`src/logic/reg_wr_defines.svh`:
```
// sizing macros for the register-file write path
// client count, register count, register width
`ifndef REG_WR_DEFINES_SVH
`define REG_WR_DEFINES_SVH

// number of write clients competing for the slot
// alu, load unit, multiply unit
`define NUM_CLIENTS 3

// registers in the file
// select width is derived from this in the package
`define REG_COUNT 16

// bits per register
`define DATA_WIDTH 32

// client index and select widths follow from
// the two counts above, see reg_wr_pkg
// keep NUM_CLIENTS at 4 or below while
// client_id_t stays 2 bits wide

`endif

```
`src/logic/reg_wr_pkg.sv`:
```
// shared types of the register-file write path
// register select, register data, client index
// and the write command to the register file
`default_nettype none

`include "reg_wr_defines.svh"

package reg_wr_pkg;

    // derived widths
    localparam int REG_SEL_WIDTH = $clog2(`REG_COUNT);
    localparam int CLIENT_ID_WIDTH = 2;

    // register index, 4 bits for 16 entries
    typedef logic [REG_SEL_WIDTH-1:0] reg_sel_t;

    // register contents
    typedef logic [`DATA_WIDTH-1:0] reg_data_t;

    // which client owns a grant
    typedef logic [CLIENT_ID_WIDTH-1:0] client_id_t;

    // one write into the register file, 37 bits
    typedef struct packed {
        logic      valid;
        reg_sel_t  reg_sel;
        reg_data_t data;
    } wr_cmd_t;

endpackage

`default_nettype wire

```
`src/logic/reg_wr_if.sv`:
```
// request channel of one write client
// modport client for the requester side
// modport arbiter for the granting side
`default_nettype none

interface reg_wr_if;
    import reg_wr_pkg::*;

    // target register and payload
    // payload only needed with req, or in the cycle after a resv ack
    reg_sel_t  reg_sel;
    reg_data_t data;

    // immediate write request
    logic req;
    // reservation for the next write slot
    // wins over req when both are high
    logic resv;

    // one-cycle grant pulse from the arbiter
    logic ack;

    modport client (
        output reg_sel,
        output data,
        output req,
        output resv,
        input  ack
    );

    modport arbiter (
        input  reg_sel,
        input  data,
        input  req,
        input  resv,
        output ack
    );

endinterface

`default_nettype wire

```
`src/logic/reg_wr_arbiter.sv`:
```
// write-slot arbiter for the register file
// reservations first, then lowest-index immediate request
// registered ack pulses and registered write command
`default_nettype none

`include "reg_wr_defines.svh"

module reg_wr_arbiter (
    input  logic               clk,
    input  logic               rst_n,
    reg_wr_if.arbiter          clients [`NUM_CLIENTS],
    output reg_wr_pkg::wr_cmd_t wr_cmd
);
    import reg_wr_pkg::*;

    localparam int NC = `NUM_CLIENTS;

    // flattened client channels
    reg_sel_t  sel_arr  [NC];
    reg_data_t data_arr [NC];
    logic [NC-1:0] req_vec;
    logic [NC-1:0] resv_vec;

    // reservation accepted at the last edge, owns this slot
    logic       resv_pend;
    client_id_t resv_id;

    // arbitration results for the current edge
    logic [NC-1:0] busy_mask;
    logic [NC-1:0] req_elig;
    logic [NC-1:0] resv_elig;
    logic          imm_valid;
    logic          resv_valid;
    client_id_t    imm_id;
    client_id_t    resv_win_id;
    client_id_t    win_id;
    logic [NC-1:0] ack_next;

    // registered outputs
    logic [NC-1:0] ack_q;
    logic          cmd_valid_q;
    reg_sel_t      cmd_sel_q;
    reg_data_t     cmd_data_q;

    // lowest set bit wins
    function automatic client_id_t lowest_set(input logic [NC-1:0] vec);
        client_id_t idx;
        idx = '0;
        for (int i = NC - 1; i >= 0; i--) begin
            if (vec[i]) begin
                idx = client_id_t'(i);
            end
        end
        return idx;
    endfunction

    for (genvar g = 0; g < NC; g++) begin : g_client
        assign sel_arr[g]  = clients[g].reg_sel;
        assign data_arr[g] = clients[g].data;
        assign req_vec[g]  = clients[g].req;
        assign resv_vec[g] = clients[g].resv;
        assign clients[g].ack = ack_q[g];
    end

    always_comb begin
        // client delivering reserved data ignores its req and resv
        busy_mask = '0;
        if (resv_pend) begin
            busy_mask[resv_id] = 1'b1;
        end
        // req is dropped when resv is also up
        req_elig  = req_vec & ~resv_vec & ~busy_mask;
        resv_elig = resv_vec & ~busy_mask;

        imm_id      = lowest_set(req_elig);
        resv_win_id = lowest_set(resv_elig);

        // reserved slot blocks every immediate request
        imm_valid  = !resv_pend && (|req_elig);
        // only one reservation can target the next slot
        resv_valid = |resv_elig;

        // slot owner for the payload mux
        win_id = resv_pend ? resv_id : imm_id;

        ack_next = '0;
        if (imm_valid) begin
            ack_next[imm_id] = 1'b1;
        end
        if (resv_valid) begin
            ack_next[resv_win_id] = 1'b1;
        end
    end

    // control state
    always_ff @(posedge clk) begin
        if (!rst_n) begin
            ack_q       <= '0;
            cmd_valid_q <= 1'b0;
            resv_pend   <= 1'b0;
        end else begin
            ack_q       <= ack_next;
            cmd_valid_q <= resv_pend | imm_valid;
            resv_pend   <= resv_valid;
        end
    end

    // payload capture, only when a slot is used
    always_ff @(posedge clk) begin
        if (resv_pend || imm_valid) begin
            cmd_sel_q  <= sel_arr[win_id];
            cmd_data_q <= data_arr[win_id];
        end
        if (resv_valid) begin
            resv_id <= resv_win_id;
        end
    end

    assign wr_cmd.valid   = cmd_valid_q;
    assign wr_cmd.reg_sel = cmd_sel_q;
    assign wr_cmd.data    = cmd_data_q;

endmodule

`default_nettype wire

```
`src/logic/reg_file.sv`:
```
// register storage of the core
// one write port fed by the arbiter's write command
// two combinational read ports, no write-to-read bypass
`default_nettype none

`include "reg_wr_defines.svh"

module reg_file (
    input  logic                  clk,
    input  logic                  rst_n,
    // write command, registered in the arbiter
    input  reg_wr_pkg::wr_cmd_t   wr_cmd,
    // read port a
    input  reg_wr_pkg::reg_sel_t  rd_sel_a,
    output reg_wr_pkg::reg_data_t rd_data_a,
    // read port b
    input  reg_wr_pkg::reg_sel_t  rd_sel_b,
    output reg_wr_pkg::reg_data_t rd_data_b
);
    import reg_wr_pkg::*;

    localparam int RC = `REG_COUNT;

    // the registers themselves
    reg_data_t regs [RC];

    // write enable per entry, decoded from the command
    logic [RC-1:0] wr_en;

    always_comb begin
        wr_en = '0;
        if (wr_cmd.valid) begin
            wr_en[wr_cmd.reg_sel] = 1'b1;
        end
    end

    // every entry clears at reset
    // register 0 has no special meaning
    for (genvar r = 0; r < RC; r++) begin : g_reg
        always_ff @(posedge clk) begin
            if (!rst_n) begin
                regs[r] <= '0;
            end else if (wr_en[r]) begin
                regs[r] <= wr_cmd.data;
            end
        end
    end

    // plain selects
    // new value shows one edge after the command
    assign rd_data_a = regs[rd_sel_a];
    assign rd_data_b = regs[rd_sel_b];

endmodule

`default_nettype wire

```
`src/logic/reg_wr_top.sv`:
```
// top level of the register-file write path
// plain packed client ports mapped onto one channel per client
// arbiter and register file instances
`default_nettype none

`include "reg_wr_defines.svh"

module reg_wr_top (
    input  logic                                      clk,
    input  logic                                      rst_n,

    // client channels, packed with client 0 in the low slice
    input  reg_wr_pkg::reg_sel_t  [`NUM_CLIENTS-1:0]  reg_sel,
    input  reg_wr_pkg::reg_data_t [`NUM_CLIENTS-1:0]  data,
    input  logic                  [`NUM_CLIENTS-1:0]  req,
    input  logic                  [`NUM_CLIENTS-1:0]  resv,
    output logic                  [`NUM_CLIENTS-1:0]  ack,

    // read ports
    input  reg_wr_pkg::reg_sel_t                      rd_sel_a,
    output reg_wr_pkg::reg_data_t                     rd_data_a,
    input  reg_wr_pkg::reg_sel_t                      rd_sel_b,
    output reg_wr_pkg::reg_data_t                     rd_data_b
);
    import reg_wr_pkg::*;

    // one request channel per client
    reg_wr_if client_if [`NUM_CLIENTS] ();

    // arbiter to register file
    wr_cmd_t wr_cmd;

    // map plain ports onto the channels
    for (genvar g = 0; g < `NUM_CLIENTS; g++) begin : g_map
        assign client_if[g].reg_sel = reg_sel[g];
        assign client_if[g].data    = data[g];
        assign client_if[g].req     = req[g];
        assign client_if[g].resv    = resv[g];
        // grant back out
        assign ack[g] = client_if[g].ack;
    end

    // slot arbitration
    // reserved client first, else lowest index with req
    reg_wr_arbiter u_arbiter (
        .clk     (clk),
        .rst_n   (rst_n),
        .clients (client_if),
        .wr_cmd  (wr_cmd)
    );

    // storage
    // req to read-visible is 2 edges, resv to read-visible is 3
    reg_file u_reg_file (
        .clk       (clk),
        .rst_n     (rst_n),
        .wr_cmd    (wr_cmd),
        .rd_sel_a  (rd_sel_a),
        .rd_data_a (rd_data_a),
        .rd_sel_b  (rd_sel_b),
        .rd_data_b (rd_data_b)
    );

endmodule

`default_nettype wire

```
`config.mk`:
```
export PLATFORM = sky130hd
export DESIGN_NAME = reg_wr_top
export DESIGN_NICKNAME = d
export VERILOG_FILES = /design/src/logic/reg_wr_pkg.sv /design/src/logic/reg_wr_if.sv /design/src/logic/reg_wr_arbiter.sv /design/src/logic/reg_file.sv /design/src/logic/reg_wr_top.sv
export VERILOG_INCLUDE_DIRS = /design/src /design/src/logic
export SDC_FILE = /design/constraint.sdc
export NUM_CORES = 1
export LEC_CHECK = 0
export BUFFER_PORTS_ARGS = -buffer_cell sky130_fd_sc_hd__buf_2
export CAP_MARGIN = 20
export CELL_PAD_IN_SITES_DETAIL_PLACEMENT = 1
export CELL_PAD_IN_SITES_GLOBAL_PLACEMENT = 1
export CORE_ASPECT_RATIO = 0.75
export CORE_MARGIN = 4
export CORE_UTILIZATION = 28
export DETAILED_ROUTE_END_ITERATION = 12
export PLACE_DENSITY_LB_ADDON = 0.1
export SLEW_MARGIN = 20
export SYNTH_ARGS = -nofsm -noshare
export SYNTH_HDL_FRONTEND = slang
export SYNTH_SLANG_ARGS = --single-unit
```
`constraint.sdc`:
```
create_clock -name clk -period 7.5 [get_ports clk]
set_input_delay 0.75 -clock clk [delete_from_list [all_inputs] [get_ports clk]]
set_output_delay 0.75 -clock clk [all_outputs]
set_load 0.02 [all_outputs]
```
==> results of run 1 <==
==> metrics by stage <==
| step | setup WS [ns] | hold slack (ns) | area [um2] | total power (uW) | util [%] |
|---|---|---|---|---|---|
| after detailed placement | 3.28 | 0.811 | 31400 | 4990 | 30.9 |
| after floorplan | 3.80 | 0.597 | 28800 | 4450 | - |
| after global routing | 3.11 | 0.403 | 33500 | 8390 | 32.9 |
| after CTS | 3.28 | 0.376 | 33500 | 8190 | 32.9 |
| final | 3.31 | 0.411 | 33500 | 8100 | 32.9 |
| after global placement | 3.33 | 0.793 | 31400 | 4970 | 30.9 |
==> critical path, cell delays in order <==
cell and delay [ns]:
sky130_fd_sc_hd__buf_8 0.60, sky130_fd_sc_hd__buf_4 0.72, sky130_fd_sc_hd__mux4_2 0.60, sky130_fd_sc_hd__a22oi_1 0.26, sky130_fd_sc_hd__nand2_1 0.17, sky130_fd_sc_hd__buf_2 0.20
==> area by class of cell <==
type                       count  share of cell area (%)
sequential                   555                    49.6
antenna                        7                  0.0523
clock buffer                  83                    5.25
tap                         1339                    5.00
inverter                       1                  0.0112
timing repair buffer         245                    4.23
clock inverter                31                   0.822
multi-input combinational   1120                    35.0
==> synthesized netlist by cell type (all sizes together) <==
cell     number  share of area (%)
edfxtp      550                 57
and2        515                 11
mux4        256                 20
clkbuf      139                1.8
a22oi       128                3.3
nand2        70               0.91
buf          45                1.1
mux2i        36                1.2
o2bb2ai      36                1.1
nor2         22               0.29
o21ai        17               0.30
nor2b         7               0.19
nand2b        6               0.13
dfxtp         5               0.35
nand3b        4               0.10
o21a          4               0.10
or3b          3              0.091
a211oi        2              0.052
a21boi        2              0.052
nand3         2              0.035
nor3          2              0.035
or2           2              0.043
a21oi         1              0.017
inv           1              0.013
nor3b         1              0.026
nor4          1              0.022
o211a         1              0.035
o31ai         1              0.074
o41ai         1              0.095
==> worst min-delay path by stage <==
stage,start,to
after detailed placement,u_arbiter.resv_id[0],u_arbiter.ack_q[0]
after floorplan,u_arbiter.cmd_data_q[12],u_reg_file.regs[0][12]
after CTS,data[47],u_arbiter.cmd_data_q[15]
after global placement,u_arbiter.resv_id[0],u_arbiter.ack_q[0]
final,data[47],u_arbiter.cmd_data_q[15]
after global routing,data[36],u_arbiter.cmd_data_q[4]
==> flip-flops by register name, indices dropped and copies added, names as in the netlist <==
register,count
u_reg_file.regs,512
u_arbiter.cmd_data_q,32
u_arbiter.cmd_sel_q,4
u_arbiter.ack_q,3
u_arbiter.resv_id,2
u_arbiter.cmd_valid_q,1
u_arbiter.resv_pend,1
==> per-layer routing <==
layer  wire (um)  track usage (%)
met1       52300             31.2
met2       51800             32.7
met3        8340             3.57
met4        2070             4.36
met5           8                0
==> logic make-up after synthesis <==
| group | Yosys count | synth area share, % |
|---|---|---|
| muxes | 292 | 21.2 |
| buffers and inverters | 185 | 2.92 |
| AOI/OAI and AO/OA | 193 | 5.15 |
| and+or+nand+nor | 635 | 13.0 |
| DFF | 555 | 57.6 |
==> where the power goes <==
group	internal (uW)	leakage, uW	switching, uW
sequential	3630	0.00575	221
clock	1800	0.000996	1380
combinational	390	0.00522	670
==> impl_metrics.json, run 1 <==
{
  "post_cts.repair.setup_buffers": 0,
  "reg2reg_to": "u_arbiter.cmd_data_q[13]",
  "first_pass_grt_wire_length_um": 158000,
  "drt_pass1_iterations": 5,
  "die_y_um": 286,
  "nFillCells": 10396,
  "boundaryPins": 191,
  "post-route-drc-count": 0,
  "yosys_warnings": 0,
  "worst_setup_path_end_kind": "output pin",
  "setup.reg_to_reg.worst_slack_ns": 4.24,
  "number_of_distinct_library_cells_after_synthesis": 37,
  "area_growth_syn_to_layout_pct": 16.2,
  "htree_levels": 3,
  "avgSynthCellArea_um2": 15.5,
  "flop_and_latch_count_out_of_synthesis": 555,
  "drt-vias-per-instance": 5.42,
  "timing_worst_setup_path_type": "in2out",
  "largest_fanout_of_any_net_on_the_critical_path": 63,
  "gr-total-overflow": 0,
  "synth_cells": 1860,
  "synth-seq-area-share_pct": 57.6,
  "skew_ns": 0.0271,
  "post_synth_instance_area_um2": 28800,
  "crit-reg2reg-launch": "u_arbiter.resv_pend",
  "worst_hold_path_type": "in2reg",
  "grt_setup_unrepaired": "no",
  "clk_tree_root_cell": "sky130_fd_sc_hd__clkbuf_16",
  "cts-root-to-sink-buffers": 3,
  "setup_tns_ns": 0,
  "max_slew_margin_pct": 29.5,
  "vdd_drop_max_mv": 0.126,
  "placeableCoreArea_um2": 102000,
  "ant_nets": 0,
  "cts_repair_resize_count": 0,
  "grt.total_usage_pct": 21.1,
  "path_clk_slew_ns": 0.05,
  "pin_count_of_the_biggest_net_entering_global_routing": 64,
  "numPortBuffers": 190,
  "min_delay_path_depth": 2,
  "worst_setup_path_end": "rd_data_a[14]",
  "final-hold-violation-count": 0,
  "place_hpwl_um": 62400,
  "critical_path_required_ns": 6.75,
  "postRouteWirelength_um": 115000,
  "drt-initial-drc-count": 2000,
  "wl_per_cell_um": 33.9,
  "max_cap_violations": 0,
  "standard_cell_row_count": 101,
  "dp.cells": 3260,
  "cts_tree": "done",
  "mostFrequentLayoutCell": "sky130_fd_sc_hd__edfxtp_1",
  "final_layout_size_suffix_gt1_share_pct": 31.1,
  "power_per_cell_area_nw_per_um2": 242,
  "period_needed_ns": 4.19,
  "grt_pass1_vias": 19302,
  "cell_count_final_fillers_out": 3381,
  "worst_ep_arrival_time_ns": 3.44,
  "p_leak_uw": 0.0120,
  "worst_setup_path_startpoint": "rd_sel_a[0]",
  "setup_viol_count_final": 0,
  "route.vias.total": 18315,
  "cts-buffers-inserted": 66,
  "ctsHoldBuffers": 0,
  "final_max_slew_viols": 0,
  "die_area_um2": 108000,
  "layout.cells.most_common_list": "sky130_fd_sc_hd__edfxtp_1 (550), sky130_fd_sc_hd__and2_1 (513), sky130_fd_sc_hd__mux4_2 (256)",
  "num-nets-final": 2113,
  "outcome": "complete, no violations",
  "worst-slew-pin-transition_ns": 1.05,
  "cts.sink_count": 555,
  "synth_fp_nets": 1984,
  "clkLatencyLatePin_ns": 0.63,
  "grt_antenna_before_repair": 23,
  "crit_path_start_kind": "primary input",
  "fin_crit_sh_pct": 55.8,
  "multi_input_comb_area_um2": 11700,
  "place.gp.congestion": 0.720,
  "seqCellArea_um2": 16600,
  "initial_cell_density_of_the_core_pct": 28.3,
  "r2r_cells": 6,
  "clock.fmax_ghz": 0.239,
  "die_w_um": 379
}
Power figures use the tool's default switching activity.
==> run 2: changes to the inputs <==
- clock period: 7.5 -> 3.7 ns (I/O delays scaled with it)
==> run 2 against run 1 <==
Worst hold slack worse by 0.37 ns; combinational power up 110%; critical path depth increased by 1; final area grew 2.7%; register-to-register slack lost 3.1 ns; global-route usage is 0.55 points lower; routed wire length fell by 2.4%; largest cell class unchanged; largest power group unchanged; highest routed layer unchanged.
==> impl_metrics.json, run 2 (synthesis gave the netlist of run 1 again) <==
{
  "postRouteWirelength_um": 112000,
  "clkLatencyLatePin_ns": 0.62,
  "numPortBuffers": 190,
  "setup.reg_to_reg.worst_slack_ns": 1.13,
  "drt-initial-drc-count": 1903,
  "gr-total-overflow": 0,
  "mostFrequentLayoutCell": "sky130_fd_sc_hd__edfxtp_1",
  "layout.cells.most_common_list": "sky130_fd_sc_hd__edfxtp_1 (550), sky130_fd_sc_hd__and2_1 (513), sky130_fd_sc_hd__mux4_2 (256)",
  "initial_cell_density_of_the_core_pct": 28.3,
  "wl_per_cell_um": 32.5,
  "p_leak_uw": 0.0124,
  "area_growth_syn_to_layout_pct": 19.2,
  "max_slew_margin_pct": 36.5,
  "grt_pass1_vias": 19558,
  "timing_worst_setup_path_type": "in2out",
  "cts-buffers-inserted": 68,
  "cts.sink_count": 555,
  "pin_count_of_the_biggest_net_entering_global_routing": 43,
  "final-hold-violation-count": 0,
  "drt-vias-per-instance": 5.31,
  "clock.fmax_ghz": 0.359,
  "grt.total_usage_pct": 20.6,
  "final_setup_slack_of_the_worst_path_ns": 0.917,
  "place.gp.congestion": 0.746,
  "place_hpwl_um": 67900,
  "outcome": "complete, no violations",
  "holdPathEnd": "u_arbiter.cmd_data_q[1]",
  "worst_hold_path_type": "in2reg",
  "die_y_um": 286,
  "clk_tree_root_cell": "sky130_fd_sc_hd__clkbuf_16",
  "first_pass_grt_wire_length_um": 155000,
  "multi_input_comb_area_um2": 11700,
  "min_delay_path_depth": 2,
  "die_area_um2": 108000,
  "largest_fanout_of_any_net_on_the_critical_path": 29,
  "htree_levels": 3,
  "cts_repair_resize_count": 0,
  "worst-slew-pin-transition_ns": 0.949,
  "fin_crit_sh_pct": 75.2,
  "ant_nets": 0,
  "final_max_slew_viols": 0,
  "final_layout_size_suffix_gt1_share_pct": 32.4,
  "largest_register_ff_count": 512,
  "nFillCells": 10344,
  "die_w_um": 379,
  "critical_path_required_ns": 3.33,
  "setup_viol_count_final": 0,
  "vdd_drop_max_mv": 0.261,
  "cts_tree": "done",
  "crit_path_start_kind": "primary input",
  "max_cap_violations": 0,
  "post_cts.repair.setup_buffers": 0,
  "route.vias.total": 18252,
  "grt_setup_unrepaired": "no",
  "r2r_cells": 5,
  "placeableCoreArea_um2": 102000,
  "hold_sp": "data[33]",
  "setup_tns_ns": 0,
  "stdcell_area_um2": 34400,
  "seqCellArea_um2": 16600,
  "drt_pass1_iterations": 5,
  "reg2reg_to": "u_arbiter.cmd_data_q[25]",
  "max_flop_register": "u_reg_file.regs",
  "num-nets-final": 2164,
  "grt_antenna_before_repair": 17,
  "place_ws_ns": 0.862,
  "post-route-drc-count": 0,
  "worst_setup_path_end_kind": "output pin",
  "post_dp_cell_area_um2": 32200,
  "skew_ns": 0.0262,
  "top_regs": "u_reg_file.regs (512), u_arbiter.cmd_data_q (32), u_arbiter.cmd_sel_q (4)",
  "crit-reg2reg-launch": "u_arbiter.resv_pend",
  "power_per_cell_area_nw_per_um2": 484,
  "standard_cell_row_count": 101,
  "worst_ep_arrival_time_ns": 2.41,
  "boundaryPins": 191,
  "cts-root-to-sink-buffers": 3,
  "path_clk_slew_ns": 0.06,
  "period_needed_ns": 2.78
}
## run 2: cell types whose count changed in the layout (fill, tap and decap cells not counted), moves of 3 or more
cell                            delta
sky130_fd_sc_hd__buf_12           +33
sky130_fd_sc_hd__dlygate4sd3_1     +8
sky130_fd_sc_hd__buf_4             +7
sky130_fd_sc_hd__diode_2           +3
## run 2: worst max path at each step
stage	startpoint	endpoint	slack, ns	cells past startpoint
after floorplan	u_arbiter.cmd_sel_q[2]	u_reg_file.regs[3][0]	-0.003	3
after CTS	rd_sel_b[0]	rd_data_b[1]	0.86	6
after detailed placement	rd_sel_b[0]	rd_data_b[1]	0.86	6
after global routing	rd_sel_a[0]	rd_data_a[7]	0.72	7
final	rd_sel_a[0]	rd_data_a[7]	0.92	7
after global placement	rd_sel_a[0]	rd_data_a[7]	0.88	7
## run 2: metrics by stage
stage          utilization [%]  cells  hold slack [ns]  total power [uW]
2_1_floorplan                -   1860            0.528              9010
3_3_place_gp              31.6   3299            0.652             10200
3_5_place_dp              31.6   3301            0.657             10200
4_1_cts                   33.8   3429          0.00250             16800
5_1_grt                   33.8   3429           0.0274             17200
6_report                  33.8   3439           0.0418             16600
## run 2: critical path, cell delays in order
cell,delay [ns]
sky130_fd_sc_hd__buf_8,0.33
sky130_fd_sc_hd__buf_4,0.30
sky130_fd_sc_hd__buf_4,0.30
sky130_fd_sc_hd__mux4_2,0.56
sky130_fd_sc_hd__a22oi_1,0.25
sky130_fd_sc_hd__nand2_1,0.09
sky130_fd_sc_hd__buf_2,0.17
## run 2: timing repair
action / in CTS / in global routing
hold buffers: 8 / 0
endpoints found under the hold margin: 8 / 0
setup endpoints to repair: 0 / 0
## run 2: power breakdown
group	internal [uW]	switching, uW
clock	3750	2810
combinational	875	1340
sequential	7350	488
total	12000	4640
## run 2: area by class of cell
class / instances / area share [%]
flip-flops and latches: 555 / 48.3
repair buffers: 294 / 6.51
inverters: 1 / 0.0109
clock inverters: 33 / 0.823
diodes: 10 / 0.0728
multi-input cells: 1120 / 34.1
clock buffers: 87 / 5.28
well taps: 1339 / 4.87
## run 2: metal layers
metal  track usage [%]  wire, um  up-vias
li1                  -         -     7618
met1              30.1     51400     9885
met2              32.0     51200      627
met3              3.63      7280      120
met4              4.34      1910        2
met5                 0         7        -
